==> src/common/acq_pkg.sv <==
package acq_pkg;

  // Word 1 in bits 79:64, word 5 in bits 15:0
  typedef logic [79:0] cmd_word_t;

  typedef logic [15:0] sample_t;

  typedef struct packed {
    logic almost_full;
    logic full;
    logic almost_empty;
    logic empty;
  } fifo_flags_t;

  // Status register bit layout, MSB first
  typedef struct packed {
    logic       cmd_almost_full;
    logic       cmd_full;
    logic       cmd_almost_empty;
    logic       cmd_empty;
    logic       smp_almost_full;
    logic       smp_full;
    logic       smp_empty;
    logic       smp_almost_empty;
    logic [7:0] reserved;
  } status_t;

endpackage

==> src/common/ebi_pkg.sv <==
package ebi_pkg;

  // --------------------------------------------------
  // Bus word types
  // --------------------------------------------------
  typedef logic [18:0] ebi_addr_t;
  typedef logic [15:0] ebi_data_t;

  // --------------------------------------------------
  // Address map
  // --------------------------------------------------
  localparam ebi_addr_t ADDR_STATUS      = 19'd0;
  localparam ebi_addr_t ADDR_CMD_W1      = 19'd1;
  localparam ebi_addr_t ADDR_CMD_W2      = 19'd2;
  localparam ebi_addr_t ADDR_CMD_W3      = 19'd3;
  localparam ebi_addr_t ADDR_CMD_W4      = 19'd4;
  localparam ebi_addr_t ADDR_CMD_W5      = 19'd5;
  localparam ebi_addr_t ADDR_NEXT_SAMPLE = 19'd6;
  localparam ebi_addr_t ADDR_RESET_TIME  = 19'd7;
  localparam ebi_addr_t ADDR_RUN_TIME    = 19'd8;
  localparam ebi_addr_t ADDR_TIME_LO     = 19'd9;
  localparam ebi_addr_t ADDR_TIME_HI     = 19'd10;

  // Prefetch register contents before the first sample is fetched
  localparam ebi_data_t SAMPLE_RESET_VALUE = 16'hDEAD;

  // Host bus levels, sampled directly in the clk domain
  typedef struct packed {
    logic      cs;
    logic      rd;
    logic      wr;
    ebi_addr_t addr;
    ebi_data_t wdata;
  } bus_req_t;

endpackage

==> src/ebi/ebi_bridge.sv <==
`timescale 1ns/1ps

module ebi_bridge (
  input  logic               clk,
  input  logic               rst,
  input  ebi_pkg::bus_req_t  bus,
  input  acq_pkg::sample_t   sample_head,
  input  acq_pkg::status_t   status,
  input  logic [31:0]        global_clock,
  output ebi_pkg::ebi_data_t rdata,
  output logic               cmd_push,
  output acq_pkg::cmd_word_t cmd_data,
  output logic               sample_pop,
  output logic               status_read,
  output logic               time_clear,
  output logic               run_write,
  output logic               run_value
);

  import ebi_pkg::*;
  import acq_pkg::*;

  typedef enum logic [5:0] {
    idle           = 6'b000001,
    fetch          = 6'b000010,
    fifo_load      = 6'b000100,
    trans_over     = 6'b001000,
    fifo_read      = 6'b010000,
    fifo_read_next = 6'b100000
  } state_t;

  state_t    state;
  state_t    next_state;
  ebi_data_t cap_q [5];
  sample_t   prefetch_q;
  logic      wr_sel;
  logic      rd_sel;
  logic      in_fetch;
  logic      rd_d;
  logic      rd_dd;
  logic      rd_done;

  assign wr_sel   = bus.cs && bus.wr;
  assign rd_sel   = bus.cs && bus.rd;
  assign in_fetch = (state == fetch);

  // --------------------------------------------------
  // Control FSM
  // --------------------------------------------------
  always_ff @(posedge clk) begin
    if (rst) begin
      state <= idle;
    end else begin
      state <= next_state;
    end
  end

  always_comb begin
    next_state = state;
    case (state)
      idle:           next_state = fetch;
      fetch: begin
        if (wr_sel && bus.addr == ADDR_CMD_W5) begin
          next_state = fifo_load;
        end else if (rd_sel && bus.addr == ADDR_NEXT_SAMPLE) begin
          next_state = fifo_read;
        end
      end
      fifo_load:      next_state = trans_over;
      trans_over: begin
        if (!bus.rd && !bus.wr) begin
          next_state = fetch;
        end
      end
      // Hold until the host has dropped rd
      fifo_read: begin
        if (rd_done) begin
          next_state = fifo_read_next;
        end
      end
      fifo_read_next: next_state = fetch;
      default:        next_state = idle;
    endcase
  end

  // Strobes towards the FIFOs and the register block
  assign cmd_push    = (state == fifo_load);
  assign sample_pop  = (state == fifo_read_next);
  assign status_read = in_fetch && rd_sel && (bus.addr == ADDR_STATUS);
  assign time_clear  = in_fetch && wr_sel && (bus.addr == ADDR_RESET_TIME);
  assign run_write   = in_fetch && wr_sel && (bus.addr == ADDR_RUN_TIME);
  assign run_value   = bus.wdata[0];

  // --------------------------------------------------
  // Command word capture
  // --------------------------------------------------
  always_ff @(posedge clk) begin
    if (in_fetch && wr_sel) begin
      case (bus.addr)
        ADDR_CMD_W1: cap_q[0] <= bus.wdata;
        ADDR_CMD_W2: cap_q[1] <= bus.wdata;
        ADDR_CMD_W3: cap_q[2] <= bus.wdata;
        ADDR_CMD_W4: cap_q[3] <= bus.wdata;
        ADDR_CMD_W5: cap_q[4] <= bus.wdata;
        default:     ;
      endcase
    end
  end

  assign cmd_data = {cap_q[0], cap_q[1], cap_q[2], cap_q[3], cap_q[4]};

  // --------------------------------------------------
  // Sample prefetch and read data
  // --------------------------------------------------
  always_ff @(posedge clk) begin
    if (rst) begin
      prefetch_q <= SAMPLE_RESET_VALUE;
      rdata      <= '0;
    end else begin
      // Head is taken on the same edge that pops it
      if (sample_pop) begin
        prefetch_q <= sample_head;
      end
      if (in_fetch && rd_sel) begin
        case (bus.addr)
          ADDR_STATUS:      rdata <= ebi_data_t'(status);
          ADDR_NEXT_SAMPLE: rdata <= prefetch_q;
          ADDR_TIME_LO:     rdata <= global_clock[15:0];
          ADDR_TIME_HI:     rdata <= global_clock[31:16];
          default:          ;
        endcase
      end
    end
  end

  // rd falling edge through two delay stages
  always_ff @(posedge clk) begin
    if (rst) begin
      rd_d  <= 1'b0;
      rd_dd <= 1'b0;
    end else begin
      rd_d  <= rd_sel;
      rd_dd <= rd_d;
    end
  end

  assign rd_done = rd_dd && !rd_d;

  a_state_onehot: assert property (@(posedge clk) disable iff (rst)
    $onehot(state));

  a_single_push: assert property (@(posedge clk) disable iff (rst)
    cmd_push |=> !cmd_push);

endmodule

==> src/ebi/ebi_status_regs.sv <==
`timescale 1ns/1ps

module ebi_status_regs (
  input  logic                 clk,
  input  logic                 rst,
  input  acq_pkg::fifo_flags_t cmd_flags,
  input  acq_pkg::fifo_flags_t sample_flags,
  input  logic                 status_read,
  input  logic                 time_clear,
  input  logic                 run_write,
  input  logic                 run_value,
  output acq_pkg::status_t     status,
  output logic                 irq,
  output logic [31:0]          global_clock
);

  import acq_pkg::*;

  status_t status_next;
  status_t snap_q;
  logic    run_q;

  // --------------------------------------------------
  // Status, snapshot and interrupt
  // --------------------------------------------------
  always_comb begin
    status_next                  = '0;
    status_next.cmd_almost_full  = cmd_flags.almost_full;
    status_next.cmd_full         = cmd_flags.full;
    status_next.cmd_almost_empty = cmd_flags.almost_empty;
    status_next.cmd_empty        = cmd_flags.empty;
    // Sample FIFO has empty ahead of almost_empty
    status_next.smp_almost_full  = sample_flags.almost_full;
    status_next.smp_full         = sample_flags.full;
    status_next.smp_empty        = sample_flags.empty;
    status_next.smp_almost_empty = sample_flags.almost_empty;
  end

  always_ff @(posedge clk) begin
    if (rst) begin
      status <= '0;
      snap_q <= '0;
      irq    <= 1'b0;
    end else begin
      status <= status_next;
      if (status_read) begin
        snap_q <= status;
      end
      irq <= (status != snap_q);
    end
  end

  // --------------------------------------------------
  // Global time counter
  // --------------------------------------------------
  always_ff @(posedge clk) begin
    if (rst) begin
      run_q        <= 1'b0;
      global_clock <= '0;
    end else begin
      if (run_write) begin
        run_q <= run_value;
      end
      if (time_clear) begin
        global_clock <= '0;
      end else if (run_q) begin
        global_clock <= global_clock + 32'd1;
      end
    end
  end

  // A status read with a steady status clears irq
  a_irq_clear: assert property (@(posedge clk) disable iff (rst)
    $past(status_read) && $stable(status) |=> !irq);

endmodule

==> src/rtl/acq_core_top.sv <==
`timescale 1ns/1ps

module acq_core_top #(
  parameter int CMD_DEPTH     = 4,
  parameter int SAMPLE_DEPTH  = 8,
  parameter int ALMOST_MARGIN = 1
) (
  input  logic                 clk,
  input  logic                 rst,
  input  ebi_pkg::bus_req_t    bus,
  input  logic                 cmd_pop,
  input  logic                 sample_push,
  input  acq_pkg::sample_t     sample_in,
  output ebi_pkg::ebi_data_t   rdata,
  output logic                 irq,
  output logic [31:0]          global_clock,
  output acq_pkg::cmd_word_t   cmd_out,
  output acq_pkg::fifo_flags_t cmd_flags
);

  import acq_pkg::*;

  cmd_word_t   cmd_data;
  logic        cmd_push;
  sample_t     sample_head;
  logic        sample_pop;
  fifo_flags_t sample_flags;
  status_t     status;
  logic        status_read;
  logic        time_clear;
  logic        run_write;
  logic        run_value;

  // --------------------------------------------------
  // Bus side
  // --------------------------------------------------
  ebi_bridge u_bridge (
    .clk          (clk),
    .rst          (rst),
    .bus          (bus),
    .sample_head  (sample_head),
    .status       (status),
    .global_clock (global_clock),
    .rdata        (rdata),
    .cmd_push     (cmd_push),
    .cmd_data     (cmd_data),
    .sample_pop   (sample_pop),
    .status_read  (status_read),
    .time_clear   (time_clear),
    .run_write    (run_write),
    .run_value    (run_value)
  );

  ebi_status_regs u_regs (
    .clk          (clk),
    .rst          (rst),
    .cmd_flags    (cmd_flags),
    .sample_flags (sample_flags),
    .status_read  (status_read),
    .time_clear   (time_clear),
    .run_write    (run_write),
    .run_value    (run_value),
    .status       (status),
    .irq          (irq),
    .global_clock (global_clock)
  );

  // --------------------------------------------------
  // Command and sample FIFOs
  // --------------------------------------------------
  sync_fifo #(
    .payload_t     (cmd_word_t),
    .DEPTH         (CMD_DEPTH),
    .ALMOST_MARGIN (ALMOST_MARGIN)
  ) u_cmd_fifo (
    .clk   (clk),
    .rst   (rst),
    .push  (cmd_push),
    .din   (cmd_data),
    .pop   (cmd_pop),
    .dout  (cmd_out),
    .flags (cmd_flags)
  );

  sync_fifo #(
    .payload_t     (sample_t),
    .DEPTH         (SAMPLE_DEPTH),
    .ALMOST_MARGIN (ALMOST_MARGIN)
  ) u_sample_fifo (
    .clk   (clk),
    .rst   (rst),
    .push  (sample_push),
    .din   (sample_in),
    .pop   (sample_pop),
    .dout  (sample_head),
    .flags (sample_flags)
  );

endmodule

==> src/rtl/sync_fifo.sv <==
`timescale 1ns/1ps

module sync_fifo #(
  parameter type payload_t     = logic [15:0],
  parameter int  DEPTH         = 4,
  parameter int  ALMOST_MARGIN = 1
) (
  input  logic                 clk,
  input  logic                 rst,
  input  logic                 push,
  input  payload_t             din,
  input  logic                 pop,
  output payload_t             dout,
  output acq_pkg::fifo_flags_t flags
);

  localparam int PTR_W = (DEPTH > 1) ? $clog2(DEPTH) : 1;
  localparam int CNT_W = $clog2(DEPTH + 1);

  localparam logic [PTR_W-1:0] LAST_SLOT = PTR_W'(DEPTH - 1);
  localparam logic [CNT_W-1:0] FULL_CNT  = CNT_W'(DEPTH);
  localparam logic [CNT_W-1:0] AF_CNT    = CNT_W'(DEPTH - ALMOST_MARGIN);
  localparam logic [CNT_W-1:0] AE_CNT    = CNT_W'(ALMOST_MARGIN);

  payload_t         mem [DEPTH];
  logic [PTR_W-1:0] wr_ptr;
  logic [PTR_W-1:0] rd_ptr;
  logic [CNT_W-1:0] count;
  logic             do_push;
  logic             do_pop;

  // Drop pushes when full, ignore pops when empty
  assign do_push = push && !flags.full;
  assign do_pop  = pop && !flags.empty;

  // --------------------------------------------------
  // Storage and pointers
  // --------------------------------------------------
  always_ff @(posedge clk) begin
    if (do_push) begin
      mem[wr_ptr] <= din;
    end
  end

  // Head of queue, first word fall through
  assign dout = mem[rd_ptr];

  always_ff @(posedge clk) begin
    if (rst) begin
      wr_ptr <= '0;
      rd_ptr <= '0;
      count  <= '0;
    end else begin
      if (do_push) begin
        wr_ptr <= (wr_ptr == LAST_SLOT) ? '0 : wr_ptr + 1'b1;
      end
      if (do_pop) begin
        rd_ptr <= (rd_ptr == LAST_SLOT) ? '0 : rd_ptr + 1'b1;
      end
      case ({do_push, do_pop})
        2'b10:   count <= count + 1'b1;
        2'b01:   count <= count - 1'b1;
        default: count <= count;
      endcase
    end
  end

  // --------------------------------------------------
  // Flags from occupancy
  // --------------------------------------------------
  assign flags.empty        = (count == '0);
  assign flags.full         = (count == FULL_CNT);
  assign flags.almost_empty = (count <= AE_CNT);
  assign flags.almost_full  = (count >= AF_CNT);

  a_count_bound: assert property (@(posedge clk) disable iff (rst)
    count <= FULL_CNT);

  a_full_empty_excl: assert property (@(posedge clk) disable iff (rst)
    !(flags.full && flags.empty));

endmodule

==> config.mk <==
export PLATFORM = sky130hd
export DESIGN_NAME = acq_core_top
export DESIGN_NICKNAME = d
export VERILOG_FILES = /design/src/common/acq_pkg.sv /design/src/common/ebi_pkg.sv /design/src/ebi/ebi_bridge.sv /design/src/ebi/ebi_status_regs.sv /design/src/rtl/acq_core_top.sv /design/src/rtl/sync_fifo.sv
export SDC_FILE = /design/constraint.sdc
export NUM_CORES = 1
export LEC_CHECK = 0
export ABC_AREA = 0
export BUFFER_PORTS_ARGS = -buffer_cell sky130_fd_sc_hd__buf_2
export CAP_MARGIN = 20
export CORE_MARGIN = 2
export CORE_UTILIZATION = 60
export DETAILED_ROUTE_END_ITERATION = 12
export PLACE_DENSITY_LB_ADDON = 0.1
export SLEW_MARGIN = 20
export SYNTH_ARGS = -nofsm -noshare
export SYNTH_HDL_FRONTEND = slang
export SYNTH_HIERARCHICAL = 1
export SYNTH_SLANG_ARGS = --single-unit
==> constraint.sdc <==
create_clock -name clk -period 4.1 [get_ports clk]
set_input_delay 0.41 -clock clk [delete_from_list [all_inputs] [get_ports clk]]
set_output_delay 0.41 -clock clk [all_outputs]
set_load 0.02 [all_outputs]
## Yosys cells after proc, flatten, opt, wreduce, memory -nomap -nowiden

Memory sizes are Yosys's and may differ from the RTL's. A register that Yosys moved wholly into a read port is not among the register bits.
Cells that the tools add are included.

| operators by class | value |
|---|---|
| reduce and logical (&&, ||, !) cells | 36 |
| eq/ne operators | 30 |
| muxes and demuxes | 45 |
| add/subtract/negate cells | 9 |
| order comparisons | 4 |

Operators by type and width:

| operator | count |
|---|---|
| $eq 19x3->1 const B | 4 |
| $mux 16 | 4 |
| $pmux 16 s4 | 1 |
| $reduce_or 16->1 | 4 |
| $eq 19x4->1 const B | 3 |
| $eq 19x2->1 const B | 2 |
| $add 32x1->32 const B | 1 |
| $pmux 6 s5 | 1 |
| $mux 6 | 4 |
| $mux 1 | 23 |
| $eq 19x1->1 const B | 1 |
| $logic_not 19->1 | 1 |
| $mux 3 | 6 |
| $ne 16x16->1 | 1 |
| $logic_and 1x1->1 | 15 |
| $add 3x1->3 const B | 3 |
| $eq 3x3->1 const B | 3 |
| $eq 2x2->1 const B | 4 |
| $mux 2 | 4 |
| $pmux 4 s2 | 1 |
| $logic_not 1->1 | 7 |
| $eq 6x1->1 const B | 1 |
| $eq 6x2->1 const B | 1 |
| $eq 6x3->1 const B | 1 |
| 23 further kinds | 28 |

| word-level totals | value |
|---|---|
| word-level logic and storage cells | 157 |
| memories | 3 |
| output and inout port bits | 133 |
| RAM bits | 528 |
| flip-flop bits (word level) | 99 |

Memories:

| memory | depth | width | rd ports | clocked after memory_dff | write ports | line | RTL |
|---|---|---|---|---|---|---|---|
| u_cmd_fifo.mem | 4 | 80 | 1 | 1 | 1 | sync_fifo.sv:25 | `payload_t mem [DEPTH];` |
| u_sample_fifo.mem | 8 | 16 | 1 | 1 | 1 | sync_fifo.sv:25 |  |
| u_bridge.cap_q | 5 | 16 | 5 | 0 | 1 | ebi_bridge.sv:34 | `ebi_data_t cap_q [5];` |

## Logic depth before layout (Yosys ltp)

Gate-level depths: netlist of the first run.

| logic depth | value |
|---|---|
| word-level depth | 9 |
| gate-level depth with buffers | 11 |
| mapped depth without buffers | 9 |

## Cells and area by module

The synthesis of the first run kept the hierarchy.

By module, submodules not included:

| module | seq. area each (µm²) | times used | area an instance (µm²) | cells an instance |
|---|---|---|---|---|
| sync_fifo at u_cmd_fifo | 9789.4 | 1 | 12100.4 | 479 |
| sync_fifo at u_sample_fifo | 4103.9 | 1 | 5602.9 | 264 |
| ebi_bridge | 3203.1 | 1 | 4593.2 | 348 |
| ebi_status_regs | 1001.0 | 1 | 2229.6 | 242 |

## Worst setup path before layout of the first run

OpenSTA, ideal clock, no wires.

| path | value |
|---|---|
| path kind | reg2reg |
| start point | reg u_bridge.state[5] |
| end point | mem u_cmd_fifo/mem[1][0] (netlist bit), enable pin |
| cell stages (with the launch flop) | 6 |
| arrival | 3.082 ns |
| path slack | 0.570 ns |
| library setup time | 0.447 ns |
| cell sequence | dfxtp_1 buf_2 nor3_2 and3_1 a21boi_1 and2_1 |

| between the ends | value |
|---|---|
| word-level cells in the longest chain between the ends | 4 |

Ends and longest elaborated chain:

| element | line | RTL |
|---|---|---|
| start: declaration | ebi_bridge.sv:32 | `state_t state;` |
| start signal: assignment | ebi_bridge.sv:52 | `state <= idle;` |
| start signal: assignment | ebi_bridge.sv:54 | `state <= next_state;` |
| $eq 6x3->1 | ebi_bridge.sv:87 | `assign cmd_push = (state == fifo_load);` |
| net cmd_push | acq_core_top.sv:24 | `logic cmd_push;` |
| $logic_and 1x1->1 | sync_fifo.sv:33 | `assign do_push = push && !flags.full;` |
| $mux 1 | sync_fifo.sv:40 | `if (do_push) begin` |
| $mux 1 (not written as such) | sync_fifo.sv:41 | `mem[wr_ptr] <= din;` |
| end: declaration | sync_fifo.sv:25 |  |

The timed path passes the listed nets, and every way through them passes these cells.

## Worst setup path in the final report of the first run

| path | value |
|---|---|
| start point | reg u_bridge.state[1] |
| end point | reg u_sample_fifo.count[3] |

| between the ends | value |
|---|---|
| word-level cells in the longest chain between the ends | 4 |
| elaborated cells on any way between the ends | 6 |
| classes of those cells | 3 x eq/ne; 1 x mux; 2 x reduce/logical |

Ends and longest elaborated chain:

| element | line | RTL |
|---|---|---|
| $eq 6x6->1 * | ebi_bridge.sv:88 | `assign sample_pop = (state == fifo_read_next);` |
| net sample_pop | acq_core_top.sv:26 | `logic sample_pop;` |
| $logic_and 1x1->1 * | sync_fifo.sv:34 | `assign do_pop = pop && !flags.empty;` |
| $eq 2x1->1 or $eq 2x2->1 (tied branches) | sync_fifo.sv:60 | `case ({do_push, do_pop})` |
| $pmux 4 s2 or $reduce_bool 2->1 (tied branches) | n/a |  |
| end signal: assignment | sync_fifo.sv:61 | `2'b10: count <= count + 1'b1;` |
| end signal: assignment | sync_fifo.sv:62 | `2'b01: count <= count - 1'b1;` |
| end signal: assignment | sync_fifo.sv:63 | `default: count <= count;` |
| end: declaration | sync_fifo.sv:28 | `logic [CNT_W-1:0] count;` |

Mark *: on every way through the listed nets, which the timed path passes. The rest lies on a longest branch.
A chain may end at the register's enable or synchronous reset.

==> results of run 1 <==
==> report_power, final <==
part	leakage [uW]	internal [uW]	switching (uW)
clock network	0.000982	3310	2270
logic	0.00271	388	496
registers	0.00566	7030	71.6
total	0.00936	10700	2840
==> cell usage in the layout (no fill, tap or decap), types with 21 or more instances in the layout <==
cell,instances
mux4_2,84
nor2_1,73
buf_2,190
a21oi_1,39
dfxtp_1,110
nor3_1,25
clkbuf_16,62
inv_1,21
mux4_1,28
nand2_1,49
edfxtp_1,528
==> per-layer routing <==
| layer | up-vias | GRT usage [%] | wire, um |
|---|---|---|---|
| li1 | 5761 | - | - |
| met1 | 6386 | 32.4 | 20500 |
| met2 | 406 | 39.4 | 24900 |
| met3 | 72 | 3.69 | 2740 |
| met4 | 0 | 7.02 | 1060 |
| met5 | - | 0 | 0 |
==> final timing paths <==
| check | from | to | slack, ps | cells past startpoint |
|---|---|---|---|---|
| setup reg to reg | u_bridge/state[1] | u_sample_fifo/count[3] | 1150 | 10 |
| hold reg to reg | u_bridge/rd_d | u_bridge/rd_dd | 440 | 2 |
| hold / removal | sample_in[14] | u_sample_fifo/mem[7][14] | 60 | 1 |
| setup / recovery | u_bridge/state[1] | u_sample_fifo/count[3] | 1150 | 10 |
==> kinds of logic after synthesis <==
logic type / Yosys count / share of synthesized area (%)
buffers and inverters: 91 / 2.28
other: 1 / 0.0153
and+or+nand+nor: 295 / 6.73
adders and majority gates: 20 / 1.02
muxes: 143 / 12.1
DFF: 640 / 73.8
AOI/OAI and AO/OA: 117 / 3.16
xor gates and xnor gates: 26 / 0.928
==> registers in the layout (all words and copies together) (netlist names), 4 cells and up, named ones only <==
signal               count
u_bridge/prefetch_q     16
u_bridge/rdata          16
u_regs/snap_q            8
u_sample_fifo/mem      128
u_bridge/cap_q          80
u_regs/global_clock     32
u_regs/status            8
u_bridge/state           6
u_cmd_fifo/mem         320
u_sample_fifo/count      4
==> area by class of cell <==
class / count / area [um^2] / share of cell area, %
multi-input combinational: 609 / 5980 / 21.3
sequential: 640 / 18100 / 64.6
antenna: 1 / 2.50 / 0.00892
clock buffer: 77 / 1640 / 5.84
clock inverter: 28 / 374 / 1.33
inverter: 22 / 82.6 / 0.294
timing repair buffer: 213 / 1200 / 4.27
tap: 532 / 666 / 2.37
==> per-stage QoR <==
step	utilization, %	area (um^2)
after floorplan	-	24600
after global placement	64.2	26000
after detailed placement	64.2	26000
after CTS	69.2	28000
after global routing	69.2	28000
final	69.2	28000
==> worst max-delay path, stage by stage (launching register included) <==
cell	delay [ps]
dfxtp_1	370
nor3_1	370
nand3_1	160
buf_4	220
clkinv_1	270
inv_1	160
nor2_1	130
ha_1	230
or4b_1	440
a21oi_1	150
mux2_2	340
==> results.cfg, run 1 <==
[status]
status = finished, final reports clean

[place]
place_congestion = 0.828
dp_hpwl_um = 30100
dp_cells = 2016
pre_cts_ws_ps = 1150
port_buffers = 190

[cells_and_area]
final_net_count = 1624
fillers = 2655
final_cells = 2122
drive_gt1_share_pct = 28.4
syn_to_final_growth_pct = 14.4

[yosys]
synth_cell_types = 67
synth_area_um2 = 24500
synth_edf_count = 528
syn_inst = 1333
yosysTopAreaCell = edfxtp_1
synthTopCellsByArea = edfxtp_1 (65%), dfxtp_1 (9.1%), mux4_2 (7.7%)
async_flop_share_pct = 0
synth_top_cells_by_count = edfxtp_1 (528), dfxtp_1 (112), mux4_2 (84), nor2_1 (80), nand2_1 (49)
ys_seq_area_share_pct = 73.8
synth_ff_type = edfxtp_1
yosys_register_bits = 640
yosys_warnings = 6
synth.most_common_cell = edfxtp_1
synth_top_area_share_pct = 64.6
synth_area_per_cell_um2 = 18.4

[floorplanning]
die_width_um = 206
core_area_um2 = 40600
die_h_um = 206
fp-row-count = 74
ios = 191
initial_core_util_pct = 60.5
die-area_um2 = 42500

[routing]
wl_per_cell_um = 23.2
drc_errors = 0
detail-route-antenna-nets = 0
drt_first_pass_iters = 9
via_count = 12625
drt-vias-per-instance = 5.95
drt-total-wl_um = 49200
first_iter_violations = 992

[sta]
fin_skew_ps = 12.1
finalSetupViolCount = 0
rsz0062_at_grt = false
totalNegativeSetupSlack_ps = 0
setup_ws_ps = 1150
timing.final.crit_period_ps = 2950
slew_violations = 0
worst_slew_pin_slew_ps = 1070
fmaxAchievable_ghz = 0.339
holdWs_ps = 57.6
fin_crit_sh_pct = 71.9
relSlewSlack_pct = 28.4
finalHoldViolations = 0

[critical_path]
worst-setup-path-type = reg -> reg
worst_setup_path_start_kind = flip-flop
cp_data_required_time_ps = 4610
worstPathArrival_ps = 3460
critPathMaxFanout = 19
critPathCaptureType = flip-flop

[clock_network]
clockBufferDepth = 3
cts_tree = built
cts_sinks = 640
worstSkewPairLatency_ps = 620
root_buffer = clkbuf_16
h-tree-depth = 2
numCtsBuffers = 60
hold_buffers = 0
postCtsSetupRepairBufs = 0
clkTransAtPathRegs_ps = 60
cts_resized = 0

[power_and_ir_drop]
ir_drop_mv = 0.399
total_power_uw = 13600
p_leak_uw = 0.00936
p_per_area_nw_per_um2 = 484

[global_route]
grt_pass1_wl_um = 73700
grt_pass1_vias = 12385
grt_usage_pct = 23.6
gr-total-overflow = 0
grt_antenna_before_repair = 1
grt_max_degree = 81

[hold_path]
hold_path_class = in -> reg

[job]
cap_viol_max_count = 0
(Power assumes the default switching activity.)
==> run 2, diff against run 1 <==
Settings changed: ABC_AREA 0 to 1, CORE_UTILIZATION 60 to 54.
Clock period 4.1 ns to 2.5 ns, I/O delays scaled along.
==> run 2 against run 1 <==
Wire length is 20% higher. Clock-buffer cell count is 12 higher. Worst hold slack worse by 28 ps. Critical path depth is 6 lower. Global-route usage is 0.070 points lower. Sequential power is 68% higher. Power is 100% higher. Synthesized cell count is 78% higher. Via count is 37% higher. Critical path type is now reg -> out. Critical endpoint is now cmd_out[62].
==> results.cfg, run 2 <==
[place]
placed_area_um2 = 28100
port_buffers = 190
place_congestion = 0.925
dp_hpwl_um = 36600
dp_cells = 3166

[routing]
wl_per_cell_um = 17.8
drt-vias-per-instance = 5.22
drt-total-wl_um = 59000
first_iter_violations = 1190
drt_first_pass_iters = 7
drc_errors = 0
via_count = 17309
detail-route-antenna-nets = 0

[power_and_ir_drop]
p_per_area_nw_per_um2 = 903
ir_drop_mv = 0.677
p_leak_uw = 0.0118

[cells_and_area]
drive_gt1_share_pct = 16.2
final_cells = 3313
postLayoutCellArea_um2 = 30500
finish.utilization_pct = 62.5
syn_to_final_growth_pct = 14.7
largest-register = u_cmd_fifo/mem
largest_register_ffs = 320
fillers = 3882
reg_top3 = u_cmd_fifo/mem: 320 flops, u_sample_fifo/mem: 128 flops, u_bridge/cap_q: 80 flops
final_cell_mix = edfxtp_1 (528), nand2_1 (400), nor2_1 (304)
final_common_cell = edfxtp_1
final_net_count = 2673

[sta]
relSlewSlack_pct = 52.8
fin_skew_ps = 15.6
timing.final.crit_period_ps = 2340
finalSetupViolCount = 0
totalNegativeSetupSlack_ps = 0
finalHoldViolations = 0
fin_crit_sh_pct = 93.7
fmaxAchievable_ghz = 0.427
worst_slew_pin_slew_ps = 707
rsz0062_at_grt = false
slew_violations = 0

[global_route]
gr-total-overflow = 0
grt_pass1_wl_um = 91000
grt_max_degree = 125
grt_antenna_before_repair = 2
grt_pass1_vias = 16708
grt_usage_pct = 23.5

[floorplanning]
die_width_um = 226
initial_core_util_pct = 54.5
die-area_um2 = 51000
die_h_um = 226
ios = 191
core_area_um2 = 48700
fp-row-count = 81

[yosys]
synthTopCellsByArea = edfxtp_1 (60%), dfxtp_1 (8.4%), nand2_1 (5.7%)
synth_top_cells_by_count = edfxtp_1 (528), nand2_1 (402), nor2_1 (311), inv_1 (278), a21oi_1 (138)
yosysTopAreaCell = edfxtp_1
synth_ff_type = edfxtp_1
yosys_register_bits = 640
synth_edf_count = 528
synth_area_um2 = 26600
synth_top_area_share_pct = 59.7
synth.most_common_cell = edfxtp_1
yosys_warnings = 6
synth_cell_types = 42
ys_seq_area_share_pct = 68.1
async_flop_share_pct = 0
synth_area_per_cell_um2 = 11.2
syn_inst = 2378

[job]
cap_viol_max_count = 0

[clock_network]
root_buffer = clkbuf_16
numCtsBuffers = 66
cts_resized = 0
clockBufferDepth = 3
worstSkewPairLatency_ps = 590
cts_sinks = 640
postCtsSetupRepairBufs = 0
cts_tree = built
h-tree-depth = 3
clkTransAtPathRegs_ps = 60

[status]
status = finished, final reports clean

[critical_path]
worst-setup-path-type = reg -> out
critPathMaxFanout = 68
worst_setup_path_start_kind = flip-flop
r2r-start = u_bridge/state[3]
critPathCaptureType = primary output
cp_data_required_time_ps = 2250
worstPathArrival_ps = 2090

[hold_path]
hold_start = rst
hold_path_class = in -> reg
## run 2: cell count changes after synthesis, moves of 80 or more
| cell | change |
|---|---|
| o21ai_1 | +128 |
| o211ai_1 | +80 |
| inv_1 | +257 |
| mux4_2 | -84 |
| nor2_1 | +231 |
| nand2_1 | +353 |
| a21oi_1 | +99 |
## run 2: where the power goes
part,switching (uW),internal [uW],total [uW]
registers,252,11600,11900
logic,4180,1920,6100
clock network,3970,5570,9540
## run 2: worst paths after layout
| path | endpoint | slack, ps | depth (start not counted) |
|---|---|---|---|
| worst max-delay path | cmd_out[62] | 160 | 4 |
| worst min-delay path | u_bridge/rd_dd | 30 | 2 |
| worst max register to register | u_bridge/cap_q[0][32] | 480 | 6 |
| worst min register to register | u_bridge/rd_dd | 440 | 2 |
## run 2: final cells by class
| cell class | count | area (um^2) | share of cell area (%) |
|---|---|---|---|
| Tap cell | 664 | 831 | 2.73 |
| Timing Repair Buffer | 255 | 1630 | 5.34 |
| Sequential cell | 640 | 18100 | 59.4 |
| Clock buffer | 89 | 1860 | 6.11 |
| Antenna cell | 2 | 5.00 | 0.0164 |
| Inverter | 296 | 1110 | 3.65 |
| Multi-Input combinational cell | 1336 | 6660 | 21.9 |
| Clock inverter | 31 | 264 | 0.866 |
## run 2: what timing repair did
item | in CTS | in global routing
endpoints found under the setup margin | 0 | 0
hold endpoints to repair | 159 | 0
hold buffers | 25 | 0
## run 2: cell families (layout without fill, tap and decap cells)
group,after synthesis,after routing,share of synthesized area (%)
and+or+nand+nor,880,880,14.5
buffers and inverters,409,671,7.27
xor gates and xnor gates,12,12,0.395
DFF,640,640,68.1
adders and majority gates,20,20,0.942
other,1,10,0.0141
AOI/OAI and AO/OA,416,416,8.73
## run 2: metal layers
metal  vias to the layer above  GRT usage [%]  routed length, um
li1                       8492              -                  -
met1                      8257           30.3              24700
met2                       468           40.5              29500
met3                        92           3.66               3360
met4                         0           8.20               1490
met5                         -              0                  0
## run 2: worst max-delay path, cell delays in order (launching register included)
cell and delay (ps):
dfxtp_4 590, buf_12 340, o211ai_1 170, nand2_1 180, buf_2 190
## run 2: stage by stage
stage	setup WS, ps	hold slack, ps	total power, uW
after floorplan	-106	319	16500
after global placement	493	428	18100
after detailed placement	416	430	18200
after CTS	119	2.77	27800
after global routing	2.66	2.19	28800
final	157	29.1	27500
==> run 3, diff against run 2 <==
Settings changed: CORE_UTILIZATION 54 to 56, CTS_BUF_LIST set to sky130_fd_sc_hd__clkbuf_2 sky130_fd_sc_hd__clkbuf_4 sky130_fd_sc_hd__clkbuf_8, CTS_CLUSTER_DIAMETER set to 60.
==> run 3 against run 2 <==
Clock-buffer cell count increased by 55. Power decreased by 2.2%. Critical path depth increased by 1. Combinational power is 4.9% higher. Critical endpoint is now cmd_out[48]. Setup slack got worse by 14 ps. Wire length hardly changed.
==> results.cfg, run 3 (synthesis results as in run 2) <==
[floorplanning]
die_h_um = 222
initial_core_util_pct = 57.0
die_width_um = 222
core_area_um2 = 46700
ios = 191
fp-row-count = 79
die-area_um2 = 49200

[power_and_ir_drop]
total_power_uw = 26900
p_leak_uw = 0.0119
p_per_area_nw_per_um2 = 882
ir_drop_mv = 0.509

[global_route]
gr-total-overflow = 0
grt_pass1_vias = 16592
grt_usage_pct = 23.4
grt_antenna_before_repair = 1
grt_pass1_wl_um = 89200
grt_max_degree = 173

[routing]
drt-vias-per-instance = 5.24
first_iter_violations = 1158
drc_errors = 0
via_count = 17459
drt-total-wl_um = 59100
wl_per_cell_um = 17.8
drt_first_pass_iters = 5
detail-route-antenna-nets = 0

[place]
port_buffers = 190
dp_hpwl_um = 35300
pre_cts_ws_ps = 501
place_congestion = 0.884
dp_cells = 3108

[critical_path]
r2r-start = u_bridge/state[1]
critPathMaxFanout = 86
critPathCaptureType = primary output
r2r_cells = 10
worst-setup-path-type = reg -> out
reg2reg_to = u_regs/run_q
max_stage_delay_ps = 470
slowest_stage = dfxtp_4
worstPathArrival_ps = 2110
crit_top_cell = nand2_1
cp_data_required_time_ps = 2250
path_cells = buf_16 -> nand2_1 -> o211ai_1 -> nand2_1 -> buf_2
worst_setup_path_start_kind = flip-flop
reg2reg_setup_slack_ps = 330

[cells_and_area]
final_common_cell = edfxtp_1
fillers = 3597
reg_top3 = u_cmd_fifo/mem: 320 flops, u_sample_fifo/mem: 128 flops, u_bridge/cap_q: 80 flops
multiInputGateArea_um2 = 6660
final_cells = 3329
antennaDiodeCount = 0
syn_to_final_growth_pct = 14.7
largest-register = u_cmd_fifo/mem
final_cell_mix = edfxtp_1 (528), nand2_1 (400), nor2_1 (304)
drive_gt1_share_pct = 17.8
largest_register_ffs = 320
final_net_count = 2724
seqCellArea_um2 = 18100

[sta]
finalHoldViolations = 0
relSlewSlack_pct = 53.6
fmaxAchievable_ghz = 0.424
fin_skew_ps = 24.3
slew_violations = 0
worst_slew_pin_slew_ps = 688
setup_ws_ps = 143
timing.final.crit_period_ps = 2360
rsz0062_at_grt = false
holdWs_ps = 143
finalSetupViolCount = 0
fin_crit_sh_pct = 94.3

[hold_path]
hold_path_class = in -> reg
whs_path_depth = 5
hold_start = bus[35]
worstHoldEndpoint = u_bridge/state[3]

[clock_network]
clkTransAtPathRegs_ps = 50
cts_tree = built
clockBufferDepth = 3
h-tree-depth = 3
root_buffer = clkbuf_8
cts_sinks = 640
numCtsBuffers = 102
worstSkewPairLatency_ps = 680

[job]
cap_viol_max_count = 0

[status]
status = finished, final reports clean
[run 3: critical path, delay by kind of cell, from the launching register on]
family          cells  cell delay, ps
buf+inv             2             550
simple gates        2             290
compound gates      1             100
flops               1             470
[run 3: timing repair]
action / 4_1_cts / 5_1_grt
resized for setup: 1 / 1
cloned: 0 / 2
setup buffers: 0 / 1
setup endpoints to repair: 2 / 43
hold endpoints to repair: 222 / 0
hold buffers: 38 / 0
[run 3: area by class of cell]
cell class / instances / share of cell area, %
clock buffers: 144 / 5.80
clock inverters: 36 / 0.743
inverters: 296 / 3.64
multi-input cells: 1336 / 21.9
flip-flops and latches: 640 / 59.4
well taps: 607 / 2.49
repair buffers: 270 / 6.08
[run 3: worst max path at each step]
stage,from,to,slack (ps)
after floorplan,bus[31],u_bridge/cap_q[0][16],-110
after global placement,u_bridge/state[4],u_cmd_fifo/mem[0][43],530
after detailed placement,u_bridge/state[1],u_bridge/cap_q[0][25],500
after CTS,flip-flop,cmd_out[64],8
after global routing,flip-flop,cmd_out[64],5
final,flip-flop,cmd_out[48],140
[run 3: metrics by stage]
stage               cell area, um^2  setup TNS [ps]  utilization (%)
floorplan                     26700          -18180                -
global placement              28000               0             60.1
detailed placement            28000               0             60.1
CTS                           30400               0             65.2
global route                  30500               0             65.4
finish                        30500               0             65.4
[run 3: power by group]
part	switching (uW)	total [uW]	internal, uW	leakage, uW
Combinational	4330	6400	2070	0.00521
Sequential	236	11900	11600	0.00567
Clock	3890	8640	4750	0.00106
[run 3: layer usage]
layer | up-vias | GRT usage, % | part of all wire, %
met4 | 2 | 7.54 | 2.4
met3 | 100 | 4.16 | 4.9
li1 | 8598 | - | -
met2 | 449 | 40.2 | 50
met1 | 8310 | 30.3 | 42
met5 | - | 0 | 0.019
